[config.mk]
export PLATFORM = sky130hd
export DESIGN_NAME = proc
export DESIGN_NICKNAME = d
export VERILOG_FILES = /design/src/source/isaPkg.sv /design/src/source/ctrlPkg.sv /design/src/source/fetch.sv /design/src/source/control.sv /design/src/source/decode.sv /design/src/source/execute.sv /design/src/source/memAccess.sv /design/src/source/proc.sv
export SDC_FILE = /design/constraint.sdc
export NUM_CORES = 2
export LEC_CHECK = 0
export BUFFER_PORTS_ARGS = -buffer_cell sky130_fd_sc_hd__buf_4
export CAP_MARGIN = 25
export CORE_MARGIN = 8
export CORE_UTILIZATION = 23
export CTS_CLUSTER_DIAMETER = 150
export DETAILED_ROUTE_END_ITERATION = 8
export PLACE_DENSITY = 0.39
export SLEW_MARGIN = 5
export SYNTH_ARGS = -nofsm -noshare
export SYNTH_HDL_FRONTEND = slang
export SYNTH_SLANG_ARGS = --single-unit
[constraint.sdc]
create_clock -name clk -period 10.5 [get_ports clk]
set_input_delay 0.525 -clock clk [delete_from_list [all_inputs] [get_ports clk]]
set_output_delay 0.525 -clock clk [all_outputs]
set_load 0.01 [all_outputs]
[src/source/isaPkg.sv]
package isaPkg;

   // Datapath and instruction word width
   localparam int wordWidth = 16;
   // Eight architectural registers
   localparam int regAddrWidth = 3;
   // Immediate field of the I view
   localparam int immWidth = 5;

   // Word-addressed memories
   localparam int imemDepth = 32;
   localparam int dmemDepth = 32;
   localparam int imemAddrWidth = $clog2(imemDepth);
   localparam int dmemAddrWidth = $clog2(dmemDepth);

   // Primary opcodes in bits 15:11
   // Any code not listed traps as illegal
   typedef enum logic [4:0] {
      opHalt = 5'b00000,
      opNop  = 5'b00001,
      opJ    = 5'b00100,
      opAddi = 5'b01000,
      opBeqz = 5'b01100,
      opSt   = 5'b10000,
      opLd   = 5'b10001,
      opLbi  = 5'b11000,
      opAlu  = 5'b11011
   } opcode_t;

   // Register to register form
   // func picks the ALU function under opAlu
   typedef struct packed {
      opcode_t opcode;
      logic [regAddrWidth-1:0] rs;
      logic [regAddrWidth-1:0] rt;
      logic [regAddrWidth-1:0] rd;
      logic [1:0] func;
   } rFormat_t;

   // Immediate form
   // rd sits where rt sits in the R view, so ST reads its data through rt
   typedef struct packed {
      opcode_t opcode;
      logic [regAddrWidth-1:0] rs;
      logic [regAddrWidth-1:0] rd;
      logic [immWidth-1:0] imm;
   } iFormat_t;

   // One fetched word, two ways to read it
   typedef union packed {
      rFormat_t r;
      iFormat_t i;
   } instrWord_t;

endpackage

[src/source/ctrlPkg.sv]
package ctrlPkg;

   // ALU functions
   // Encoding matches the func field of opAlu
   typedef enum logic [1:0] {
      aluAdd = 2'b00,
      aluSub = 2'b01,
      aluAnd = 2'b10,
      aluXor = 2'b11
   } aluOp_t;

   // Source of the register writeback value
   typedef enum logic [1:0] {
      // ALU result
      wbAlu = 2'b00,
      // Data memory word for LD
      wbMem = 2'b01,
      // Sign-extended immediate for LBI
      wbImm = 2'b10
   } wbSrc_t;

   // Width of the aluOp field
   localparam int aluOpWidth = $bits(aluOp_t);

endpackage

[src/source/fetch.sv]
module fetch (
   input  logic clk,
   input  logic rst,
   input  logic start,
   input  logic imemWrite,
   input  logic [isaPkg::imemAddrWidth-1:0] imemAddr,
   input  isaPkg::instrWord_t imemData,
   input  logic [isaPkg::imemAddrWidth-1:0] nextPc,
   input  logic stop,
   input  logic illegal,
   output isaPkg::instrWord_t instr,
   output logic [isaPkg::imemAddrWidth-1:0] pcInc,
   output logic running,
   output logic halted,
   output logic err
);
   import isaPkg::*;

   logic [imemAddrWidth-1:0] pc;
   // Program store, filled through the load strobe
   instrWord_t imem [imemDepth];

   // One word per load strobe
   always_ff @(posedge clk)
   begin
      if (imemWrite)
         imem[imemAddr] <= imemData;
   end

   // Asynchronous read of the current instruction
   assign instr = imem[pc];
   // Word addressed, so the next sequential PC is plus one
   assign pcInc = pc + 1'b1;

   // PC and run state
   always_ff @(posedge clk)
   begin
      if (rst)
      begin
         pc      <= '0;
         running <= 1'b0;
         halted  <= 1'b0;
         err     <= 1'b0;
      end
      else if (start)
      begin
         // Restart from address 0 with clean status
         pc      <= '0;
         running <= 1'b1;
         halted  <= 1'b0;
         err     <= 1'b0;
      end
      else if (running)
      begin
         pc <= nextPc;
         // HALT or trap ends the run
         if (stop)
         begin
            running <= 1'b0;
            halted  <= 1'b1;
            err     <= illegal;
         end
      end
   end

endmodule

[src/source/control.sv]
module control (
   input  isaPkg::instrWord_t instr,
   input  logic running,
   output logic regWrite,
   output logic aluSrc,
   output ctrlPkg::aluOp_t aluOp,
   output ctrlPkg::wbSrc_t wbSel,
   output logic memWrite,
   output logic branch,
   output logic jump,
   output logic stop,
   output logic illegal
);
   import isaPkg::*;
   import ctrlPkg::*;

   always_comb
   begin
      // Idle core drives all lines low
      regWrite = 1'b0;
      aluSrc   = 1'b0;
      aluOp    = aluAdd;
      wbSel    = wbAlu;
      memWrite = 1'b0;
      branch   = 1'b0;
      jump     = 1'b0;
      stop     = 1'b0;
      illegal  = 1'b0;
      if (running)
      begin
         case (instr.r.opcode)
            opAlu:
            begin
               regWrite = 1'b1;
               // Function straight from the func field
               aluOp    = aluOp_t'(instr.r.func);
            end
            opAddi:
            begin
               regWrite = 1'b1;
               aluSrc   = 1'b1;
            end
            // Immediate bypasses the ALU
            opLbi:
            begin
               regWrite = 1'b1;
               wbSel    = wbImm;
            end
            // Address is rs plus imm
            opLd:
            begin
               regWrite = 1'b1;
               aluSrc   = 1'b1;
               wbSel    = wbMem;
            end
            opSt:
            begin
               aluSrc   = 1'b1;
               memWrite = 1'b1;
            end
            opBeqz: branch = 1'b1;
            opJ:    jump = 1'b1;
            opNop:  ;
            opHalt: stop = 1'b1;
            default:
            begin
               // Unknown opcode traps and stops the core
               illegal = 1'b1;
               stop    = 1'b1;
            end
         endcase
      end
   end

endmodule

[src/source/decode.sv]
module decode (
   input  logic clk,
   input  logic rst,
   input  isaPkg::instrWord_t instr,
   input  logic regWrite,
   input  logic [isaPkg::wordWidth-1:0] writeData,
   output logic [isaPkg::wordWidth-1:0] rsData,
   output logic [isaPkg::wordWidth-1:0] rtData,
   output logic [isaPkg::wordWidth-1:0] immExt,
   output logic [isaPkg::regAddrWidth-1:0] wbReg
);
   import isaPkg::*;

   // Eight general registers, none hardwired
   logic [wordWidth-1:0] regs [2**regAddrWidth];

   // Destination field differs between the two views
   always_comb
   begin
      if (instr.r.opcode == opAlu)
         wbReg = instr.r.rd;
      else
         wbReg = instr.i.rd;
   end

   // Write at the edge that ends the instruction
   always_ff @(posedge clk)
   begin
      if (rst)
      begin
         for (int i = 0; i < 2**regAddrWidth; i++)
            regs[i] <= '0;
      end
      else if (regWrite)
      begin
         regs[wbReg] <= writeData;
      end
   end

   // Two read ports, combinational
   // rt also names the store data register of ST
   assign rsData = regs[instr.r.rs];
   assign rtData = regs[instr.r.rt];

   // Sign extend the 5-bit immediate
   assign immExt = {{(wordWidth - immWidth){instr.i.imm[immWidth-1]}}, instr.i.imm};

endmodule

[src/source/execute.sv]
module execute (
   input  isaPkg::instrWord_t instr,
   input  logic [isaPkg::wordWidth-1:0] rsData,
   input  logic [isaPkg::wordWidth-1:0] rtData,
   input  logic [isaPkg::wordWidth-1:0] immExt,
   input  logic aluSrc,
   input  ctrlPkg::aluOp_t aluOp,
   input  logic branch,
   input  logic jump,
   input  logic [isaPkg::imemAddrWidth-1:0] pcInc,
   output logic [isaPkg::wordWidth-1:0] aluOut,
   output logic [isaPkg::imemAddrWidth-1:0] nextPc
);
   import isaPkg::*;
   import ctrlPkg::*;

   // Second ALU operand
   logic [wordWidth-1:0] aluB;
   // PC-relative offset at PC width
   logic [imemAddrWidth-1:0] pcOffset;
   // Condition for BEQZ
   logic rsZero;
   logic takeTarget;

   // Immediate for ADDI, LD and ST, register otherwise
   assign aluB = aluSrc ? immExt : rtData;

   always_comb
   begin
      aluOut = '0;
      case (aluOp)
         aluAdd: aluOut = rsData + aluB;
         // Two's complement wrap
         aluSub: aluOut = rsData - aluB;
         aluAnd: aluOut = rsData & aluB;
         aluXor: aluOut = rsData ^ aluB;
         default: aluOut = '0;
      endcase
   end

   // Offset taken from the I view and sign extended to the PC width
   assign pcOffset = imemAddrWidth'(signed'(instr.i.imm));

   // Full 16-bit compare against zero
   assign rsZero = (rsData == '0);

   // Jump always, branch only on zero
   assign takeTarget = jump | (branch & rsZero);

   // Target is relative to the following instruction
   always_comb
   begin
      if (takeTarget)
         nextPc = pcInc + pcOffset;
      else
         nextPc = pcInc;
   end

endmodule

[src/source/memAccess.sv]
module memAccess (
   input  logic clk,
   input  logic rst,
   input  logic [isaPkg::wordWidth-1:0] aluOut,
   input  logic [isaPkg::wordWidth-1:0] rtData,
   input  logic [isaPkg::wordWidth-1:0] immExt,
   input  logic memWrite,
   input  ctrlPkg::wbSrc_t wbSel,
   output logic [isaPkg::wordWidth-1:0] writeData
);
   import isaPkg::*;
   import ctrlPkg::*;

   logic [wordWidth-1:0] dmem [dmemDepth];
   // Low bits of rs plus imm select the word
   logic [dmemAddrWidth-1:0] addr;
   logic [wordWidth-1:0] memData;

   assign addr = aluOut[dmemAddrWidth-1:0];

   // Cleared on reset so unwritten words read zero
   always_ff @(posedge clk)
   begin
      if (rst)
      begin
         for (int i = 0; i < dmemDepth; i++)
            dmem[i] <= '0;
      end
      else if (memWrite)
      begin
         dmem[addr] <= rtData;
      end
   end

   // Read in the same cycle for LD
   assign memData = dmem[addr];

   // Writeback select
   always_comb
   begin
      case (wbSel)
         wbMem:   writeData = memData;
         wbImm:   writeData = immExt;
         default: writeData = aluOut;
      endcase
   end

endmodule

[src/source/proc.sv]
module proc (
   input  logic clk,
   input  logic rst,
   input  logic start,
   input  logic imemWrite,
   input  logic [isaPkg::imemAddrWidth-1:0] imemAddr,
   input  isaPkg::instrWord_t imemData,
   output logic wbValid,
   output logic [isaPkg::regAddrWidth-1:0] wbReg,
   output logic [isaPkg::wordWidth-1:0] wbData,
   output logic halted,
   output logic err
);
   import isaPkg::*;
   import ctrlPkg::*;

   // Fetch side
   instrWord_t instr;
   logic [imemAddrWidth-1:0] pcInc;
   logic [imemAddrWidth-1:0] nextPc;
   logic running;

   // Control lines
   logic aluSrc;
   aluOp_t aluOp;
   wbSrc_t wbSel;
   logic memWrite;
   logic branch;
   logic jump;
   logic stop;
   logic illegal;

   // Operands and results
   logic [wordWidth-1:0] rsData;
   logic [wordWidth-1:0] rtData;
   logic [wordWidth-1:0] immExt;
   logic [wordWidth-1:0] aluOut;

   // PC, run state and instruction memory
   // Illegal flag comes back here to become the sticky err
   fetch fetchStage (
      .clk(clk), .rst(rst), .start(start),
      .imemWrite(imemWrite), .imemAddr(imemAddr), .imemData(imemData),
      .nextPc(nextPc), .stop(stop), .illegal(illegal),
      .instr(instr), .pcInc(pcInc), .running(running),
      .halted(halted), .err(err)
   );

   // Register write strobe doubles as the observed wbValid
   control ctrlUnit (
      .instr(instr), .running(running),
      .regWrite(wbValid), .aluSrc(aluSrc), .aluOp(aluOp), .wbSel(wbSel),
      .memWrite(memWrite), .branch(branch), .jump(jump),
      .stop(stop), .illegal(illegal)
   );

   decode decodeStage (
      .clk(clk), .rst(rst), .instr(instr),
      .regWrite(wbValid), .writeData(wbData),
      .rsData(rsData), .rtData(rtData), .immExt(immExt), .wbReg(wbReg)
   );

   execute executeStage (
      .instr(instr), .rsData(rsData), .rtData(rtData), .immExt(immExt),
      .aluSrc(aluSrc), .aluOp(aluOp), .branch(branch), .jump(jump),
      .pcInc(pcInc), .aluOut(aluOut), .nextPc(nextPc)
   );

   // Writeback value goes back to the register file and out the top
   memAccess memStage (
      .clk(clk), .rst(rst), .aluOut(aluOut), .rtData(rtData), .immExt(immExt),
      .memWrite(memWrite), .wbSel(wbSel), .writeData(wbData)
   );

endmodule

Word level (Yosys, flattened, before mapping)
Memory sizes are Yosys's and may differ from the RTL's. A register that Yosys moved wholly into a read port is not among the register bits.
Cells that the tools add are included.
{"block": "classes", "n_reduce_logical": 11, "shift": 0, "multipliers": 0, "div_mod_pow": 0, "mux": 43, "magnitude_cmp": 0, "bitwise_logic": 4, "add_sub_neg": 4, "n_eq_ne": 13}
{"cell": "$pmux W16 S4", "n": 1}
{"cell": "$mux W16", "n": 3}
{"cell": "$pmux W16 S2", "n": 1}
{"cell": "$reduce_or A16 Y1", "n": 2}
{"cell": "$mux W1", "n": 28}
{"cell": "$eq A5 B5 Y1 const B", "n": 4}
{"cell": "$mux W5", "n": 4}
{"cell": "$add A16 B16 Y16", "n": 1}
{"cell": "$and A16 B16 Y16", "n": 1}
{"cell": "$logic_not A16 Y1", "n": 1}
{"cell": "$sub A16 B16 Y16", "n": 1}
{"cell": "$xor A16 B16 Y16", "n": 1}
{"cell": "$eq A5 B4 Y1 const B", "n": 2}
{"cell": "$reduce_or A9 Y1", "n": 1}
{"cell": "$reduce_or A8 Y1", "n": 1}
{"cell": "$eq A2 B2 Y1 const B", "n": 3}
{"cell": "$mux W2", "n": 3}
{"cell": "$mux W3", "n": 2}
{"cell": "$add A5 B1 Y5 const B", "n": 1}
{"cell": "$add A5 B5 Y5", "n": 1}
{"cell": "$eq A5 B1 Y1 const B", "n": 1}
{"cell": "$eq A5 B3 Y1 const B", "n": 1}
{"cell": "$logic_not A5 Y1", "n": 1}
{"cell": "$eq A2 B1 Y1 const B", "n": 2}
{"cell": "other kinds (8)", "n": 8}
{"block": "word_totals", "ramBits": 1152, "input_bits": 25, "mem_bits_ro": 0, "mem_count": 3, "wordCells": 82, "out_inout_bits": 22, "regBits": 8, "latchBits": 0}
{"memory": "fetchStage.imem", "words": 32, "word_bits": 16, "rd": 1, "rd_ports_with_merged_regs": 1, "wr": 1, "line": "fetch.sv:21", "rtl": "instrWord_t imem [imemDepth];"}
{"memory": "memStage.dmem", "words": 32, "word_bits": 16, "rd": 1, "rd_ports_with_merged_regs": 0, "wr": 32, "line": "memAccess.sv:14", "rtl": "logic [wordWidth-1:0] dmem [dmemDepth];"}
{"memory": "decodeStage.regs", "words": 8, "word_bits": 16, "rd": 2, "rd_ports_with_merged_regs": 0, "wr": 8, "line": "decode.sv:15", "rtl": "logic [wordWidth-1:0] regs [2**regAddrWidth];"}

Logic depth before layout (Yosys ltp)
An unclocked memory read counts as a cell.
{"block": "logic_depth", "ltp_word": 10, "mapped_depth": 38, "depth_no_buf": 26}

Modules after synthesis
Synthesis repeated with hierarchy kept, for this count alone.
{"block": "unflattened", "hier_cells": 3674, "area_unflattened_um2": 54576.1}
{"mod": "memAccess", "instances": 1, "cells_per_inst": 1743, "seq_area_each_um2": 15374.7, "area_per_inst_um2": 24046.8}
{"mod": "fetch", "instances": 1, "cells_per_inst": 1169, "seq_area_each_um2": 15635.0, "area_per_inst_um2": 20649.8}
{"mod": "decode", "instances": 1, "cells_per_inst": 448, "seq_area_each_um2": 3843.7, "area_per_inst_um2": 7503.4}
{"mod": "execute", "instances": 1, "cells_per_inst": 280, "seq_area_each_um2": 0.0, "area_per_inst_um2": 2153.3}
{"mod": "control", "instances": 1, "cells_per_inst": 34, "seq_area_each_um2": 0.0, "area_per_inst_um2": 222.7}

Worst setup path before layout
OpenSTA, ideal clock, no wires.
{"block": "synth_path", "kind": "reg-to-output", "startpoint": "register (tool-made name)", "endpoint": "output port wbData[14] (netlist bit)", "required_ns": 9.975, "arrival_time_ns": 6.993, "path_buffers": 6, "stages_incl_launch_ff": 32, "path_slack_ns": 2.982, "path_cell_list": "dfxtp_1 -> buf_2 -> buf_2 -> buf_2 -> mux4_2 -> a22oi_1 -> o21ai_0 -> nor2_1 -> clkbuf_1 -> buf_2 -> buf_1 -> nand2_1 -> and3_1 -> a311oi_1 -> a31oi_1 -> nand2_1 -> o21ai_0 -> ha_1 -> mux2_2 -> fa_1 -> nor2b_1 -> o21ai_0 -> a21boi_0 -> o21ai_0 -> a21boi_0 -> o21ai_0 -> a21oi_1 -> o211ai_1 -> a21boi_0 -> o21ai_0 -> a311oi_1 -> nor2_1"}
{"item": "end, declared", "line": "proc.sv:10", "rtl": "output logic [isaPkg::wordWidth-1:0] wbData,"}

==> metrics list <==
- Entering global routing, the biggest net connects 75 pins.
- Total global routing overflow: 0
- For the pin with the worst max-slew slack, the measured transition is 1080 ps.
* Mapped Cells: 4087
- Number of synthesized register bits: 1165
* Skew-Pair Late Insertion Delay: 800 ps
* Via count of the first global-routing pass: 35800
- Cell internal power was estimated by the tool at 8790 uW.
- For the worst setup path, the data arrival time is 9220 ps.
- Total number of vias: 35800
- Post-synth cell types: 114
- Finish-stage setup viols: 0
* Total setup buffers inserted after CTS: 0
* Status: finished clean
* Number of DRC markers after the initial detailed-route iteration: 3350
- Timing would allow up to 103 MHz.
* Clock root buffer: sky130_fd_sc_hd__clkbuf_16
- Net count after synthesis: 4153
* Total length of routed wires: 203 mm
- Part of the cycle the worst path needs: 92.8%
* Power share of the combinational group: 26.7%
- Final routed DRC violation total: 0
- X dimension of the die: 501 um
- The die covers 0.251 sq mm.
- Initial Utilization: 23.1%
* Post-CTS resize count: 0
* Clock tree from TritonCTS: built
- Setup TNS: 0 ps
- Detailed placement ended at an HPWL of 130 mm.
- Post-CTS Hold Buffers: 0
- Fraction of registers with async set or reset after synthesis: 0%
* Max-cap violation count: 0
- Among all flip-flop cells after synthesis, the most frequent one is sky130_fd_sc_hd__edfxtp_1.
- Area of the multi-input gates: 0.0180 sq mm
* Largest stage delay on the critical path: 770 ps
* FILL cells: 24200
- Max_slew headroom: 26.7%
* Initial antenna violation count: 1
* Switching Power: 4640 uW
* Category of the worst setup path launch point: flop
- Grt peak-use layer: met2
- Number of nets in the finished design: 4251
* Core Box Area: 0.235 sq mm
- Among cell families on the critical path, the largest total delay comes from compound AO/OA/AOI/OAI gates.
- After clock tree synthesis, the clock-pin slew on the worst setup and hold paths is 50 ps.
- Worst min-delay path category: in -> reg
* Capturing element type of the critical path: output port
- For this design, the sink count on the clock tree is 1165.
* Unrepaired setup endpoints after global routing: false
- After layout, the minimum clock period comes to 9750 ps.
- Maximum vdd drop: 0.000126 V
- The post-route netlist has 17.4% of its cells at a drive strength greater than 1.
- Critical Setup Path Class: reg -> out
- Share of the yosys chip area belonging to registers: 64.4%
- Global routing used 2.24% of the available met3 tracks.
* Part of the total power dissipated in sequential elements: 39.2%
- H-tree level count: 4
- Synthesis Warnings: 0
- Leakage power summed over all cells: 0.0215 uW
- The count of cells in the finished layout, fillers not included, comes to 7438.
- No sink is reached through more buffers than the 3 on the longest clock path.
- Remaining antenna violation count after routing: 0
- In this run the power density over the cells is 212 mW/mm^2.
- DP Cell Count: 7193
* Number of synthesized flops with an enable pin: 1152
- Global-route total usage across every layer: 15.7%
- In the final layout, flip-flops and latches occupy 0.0349 sq mm.
- Final Wtd Congestion: 0.843
- Top-level I/O count: 47
- Before antenna repair, the detailed router went through 5 iterations.
- After detailed routing, the average wire length per cell comes to 27.3 um.
- Worst path required time: 9980 ps
- Together, buffers and inverters on the worst path number 5.
- Die span in y: 501 um
* Slowest cell on the critical path: sky130_fd_sc_hd__dfxtp_4
- Dominant cell type by count on the critical path: sky130_fd_sc_hd__buf_4
* Largest fanout on the critical path: 32
- Sw Ratio: 34.5%
- Global-route wire length before repair: 285 mm
* Fraction of power consumed by the clock network: 34.0%
- The area growth from synthesis to layout is 16.8%.
- The total count of max-transition violations in the final report came to 0.
- Row generation in the floorplan step produced 178 rows.
* Vias per Instance: 4.81
* Input/output buffers: 46
* Worst clock skew on the final layout: 35.0 ps
* Hold Fails Final Rpt: 0
- Met1 capacity usage during global routing: 21.5%
- Each instance of the synthesized netlist takes up on average 13.2 sq um.
- Number of buffers added by the clock tree synthesis step: 138
- Global routing used 26.0% of the available met2 tracks.
- The synthesized netlist occupies a cell area of 0.0541 sq mm.
[metal layers]
layer  up-vias  wire length [um]  share of wire [%]
met5         -                 0                  0
met4         0              5200                2.6
met3       215              9570                4.7
met2      1003             96900                 48
met1     18800             91800                 45
li1      15700                 -                  -
[state kept, by name, indices dropped and copies added (netlist names), named ones only]
signal              cells
decodeStage.regs      128
memStage.dmem         512
fetchStage.halted       1
fetchStage.imem       512
fetchStage.running      1
fetchStage.err          1
fetchStage.pc           5
[cells by family (layout without fill, tap and decap cells)]
logic type,after synthesis,after routing,synth area share (%)
multiplexers,364,364,9.62
other,0,3,0
XOR/XNOR,30,30,0.485
AO/OA/AOI/OAI,597,597,8.13
adder cells (fa/ha/maj),41,41,0.975
buffers and inverters,347,545,3.12
AND/OR/NAND/NOR,1543,1543,13.3
flip-flops,1165,1165,64.4
[power by group through the flow]
stage	Sequential, uW	Combinational [uW]	Clock [uW]
after floorplan	5340	1820	0
after global placement	5370	3590	0
after detailed placement	5370	3580	0
after CTS	5270	3590	4680
after global routing	5280	3740	4840
final	5270	3590	4570
[cells in the final DEF, fill, tap and decap left out, drive strengths merged, types with 39 or more instances in the layout]
master and n:
a32oi 39, and3 161, nand2b 55, mux2 40, clkinv 54, nor2 688
nand3 51, a22oi 41, mux2i 205, edfxtp 1152, mux4 119, a211oi 136
ha 39, nor3 91, o21ai 108, nand2 346, clkbuf 175, buf 273
a21oi 58
[layout make-up]
cell class,count,area share [%]
sequential,1165,55.1
multi-input combinational,2575,28.4
tap,3150,6.23
clock buffer,175,5.78
timing repair buffer,273,3.42
clock inverter,65,0.854
inverter,32,0.190
antenna,3,0.0119
[cell usage after synthesis, types with 10 or more instances]
| master | n | area share [%] |
|---|---|---|
| sky130_fd_sc_hd__mux4_2 | 119 | 5.0 |
| sky130_fd_sc_hd__a31oi_1 | 32 | 0.37 |
| sky130_fd_sc_hd__buf_1 | 21 | 0.15 |
| sky130_fd_sc_hd__nor3_1 | 78 | 0.72 |
| sky130_fd_sc_hd__ha_1 | 39 | 0.90 |
| sky130_fd_sc_hd__a22oi_1 | 41 | 0.57 |
| sky130_fd_sc_hd__nand3_1 | 51 | 0.47 |
| sky130_fd_sc_hd__inv_1 | 26 | 0.18 |
| sky130_fd_sc_hd__dfxtp_1 | 13 | 0.48 |
| sky130_fd_sc_hd__nor2_1 | 684 | 4.7 |
| sky130_fd_sc_hd__a22o_1 | 11 | 0.18 |
| sky130_fd_sc_hd__edfxtp_1 | 1152 | 64 |
| sky130_fd_sc_hd__a211oi_1 | 135 | 1.9 |
| sky130_fd_sc_hd__o211ai_1 | 14 | 0.19 |
| sky130_fd_sc_hd__nor2b_1 | 21 | 0.24 |
| sky130_fd_sc_hd__or3_1 | 23 | 0.27 |
| sky130_fd_sc_hd__nand2b_1 | 55 | 0.64 |
| sky130_fd_sc_hd__clkbuf_1 | 175 | 1.2 |
| sky130_fd_sc_hd__a21o_1 | 14 | 0.19 |
| sky130_fd_sc_hd__buf_6 | 16 | 0.33 |
| sky130_fd_sc_hd__buf_4 | 24 | 0.33 |
| sky130_fd_sc_hd__a32oi_1 | 38 | 0.61 |
| sky130_fd_sc_hd__nor3_2 | 13 | 0.24 |
| sky130_fd_sc_hd__a2111oi_0 | 12 | 0.19 |
| sky130_fd_sc_hd__nand4_1 | 30 | 0.35 |
| sky130_fd_sc_hd__and3_1 | 161 | 1.9 |
| sky130_fd_sc_hd__xnor2_1 | 24 | 0.39 |
| sky130_fd_sc_hd__nor3b_1 | 12 | 0.17 |
| sky130_fd_sc_hd__buf_2 | 73 | 0.67 |
| sky130_fd_sc_hd__mux2_2 | 35 | 0.73 |
| sky130_fd_sc_hd__and2_1 | 10 | 0.12 |
| sky130_fd_sc_hd__mux2i_1 | 203 | 3.8 |
| sky130_fd_sc_hd__a21oi_1 | 56 | 0.52 |
| sky130_fd_sc_hd__a311oi_1 | 17 | 0.28 |
| sky130_fd_sc_hd__nand2_1 | 344 | 2.4 |
| sky130_fd_sc_hd__o21ai_1 | 17 | 0.16 |
| sky130_fd_sc_hd__o21ai_0 | 89 | 0.82 |
[per-stage QoR]
step	setup WS, ps	instance area, sq um	utilization [%]	power [uW]	hold WS (ps)
3_3_place_gp	1450	59000	25.1	8960	450
4_1_cts	632	63200	26.9	13500	34.3
3_5_place_dp	1530	59000	25.1	8950	459
5_1_grt	251	63300	26.9	13900	82.5
2_1_floorplan	2980	54100	-	7160	468
6_report	754	63300	26.9	13400	103
[worst register-to-register path, delay by kind of cell, from the launching register on]
kind | cells | cell delay, ps
compound gates | 7 | 3050
fa+ha+maj | 1 | 620
buf+inv | 4 | 1230
flops | 1 | 770
mux | 2 | 830
simple gates | 5 | 2070
[worst paths after layout]
kind | slack (ps) | cells past startpoint | start | to
worst min register to register | 460 | 2 | fetchStage.err | fetchStage.err
worst min-delay path | 100 | 3 | start | fetchStage.running
worst max-delay path | 750 | 25 | flop | wbData[2]
worst max register to register | 1790 | 19 | flop | decodeStage.regs[1][6]
No activity file was read; power rests on OpenSTA's default activity.
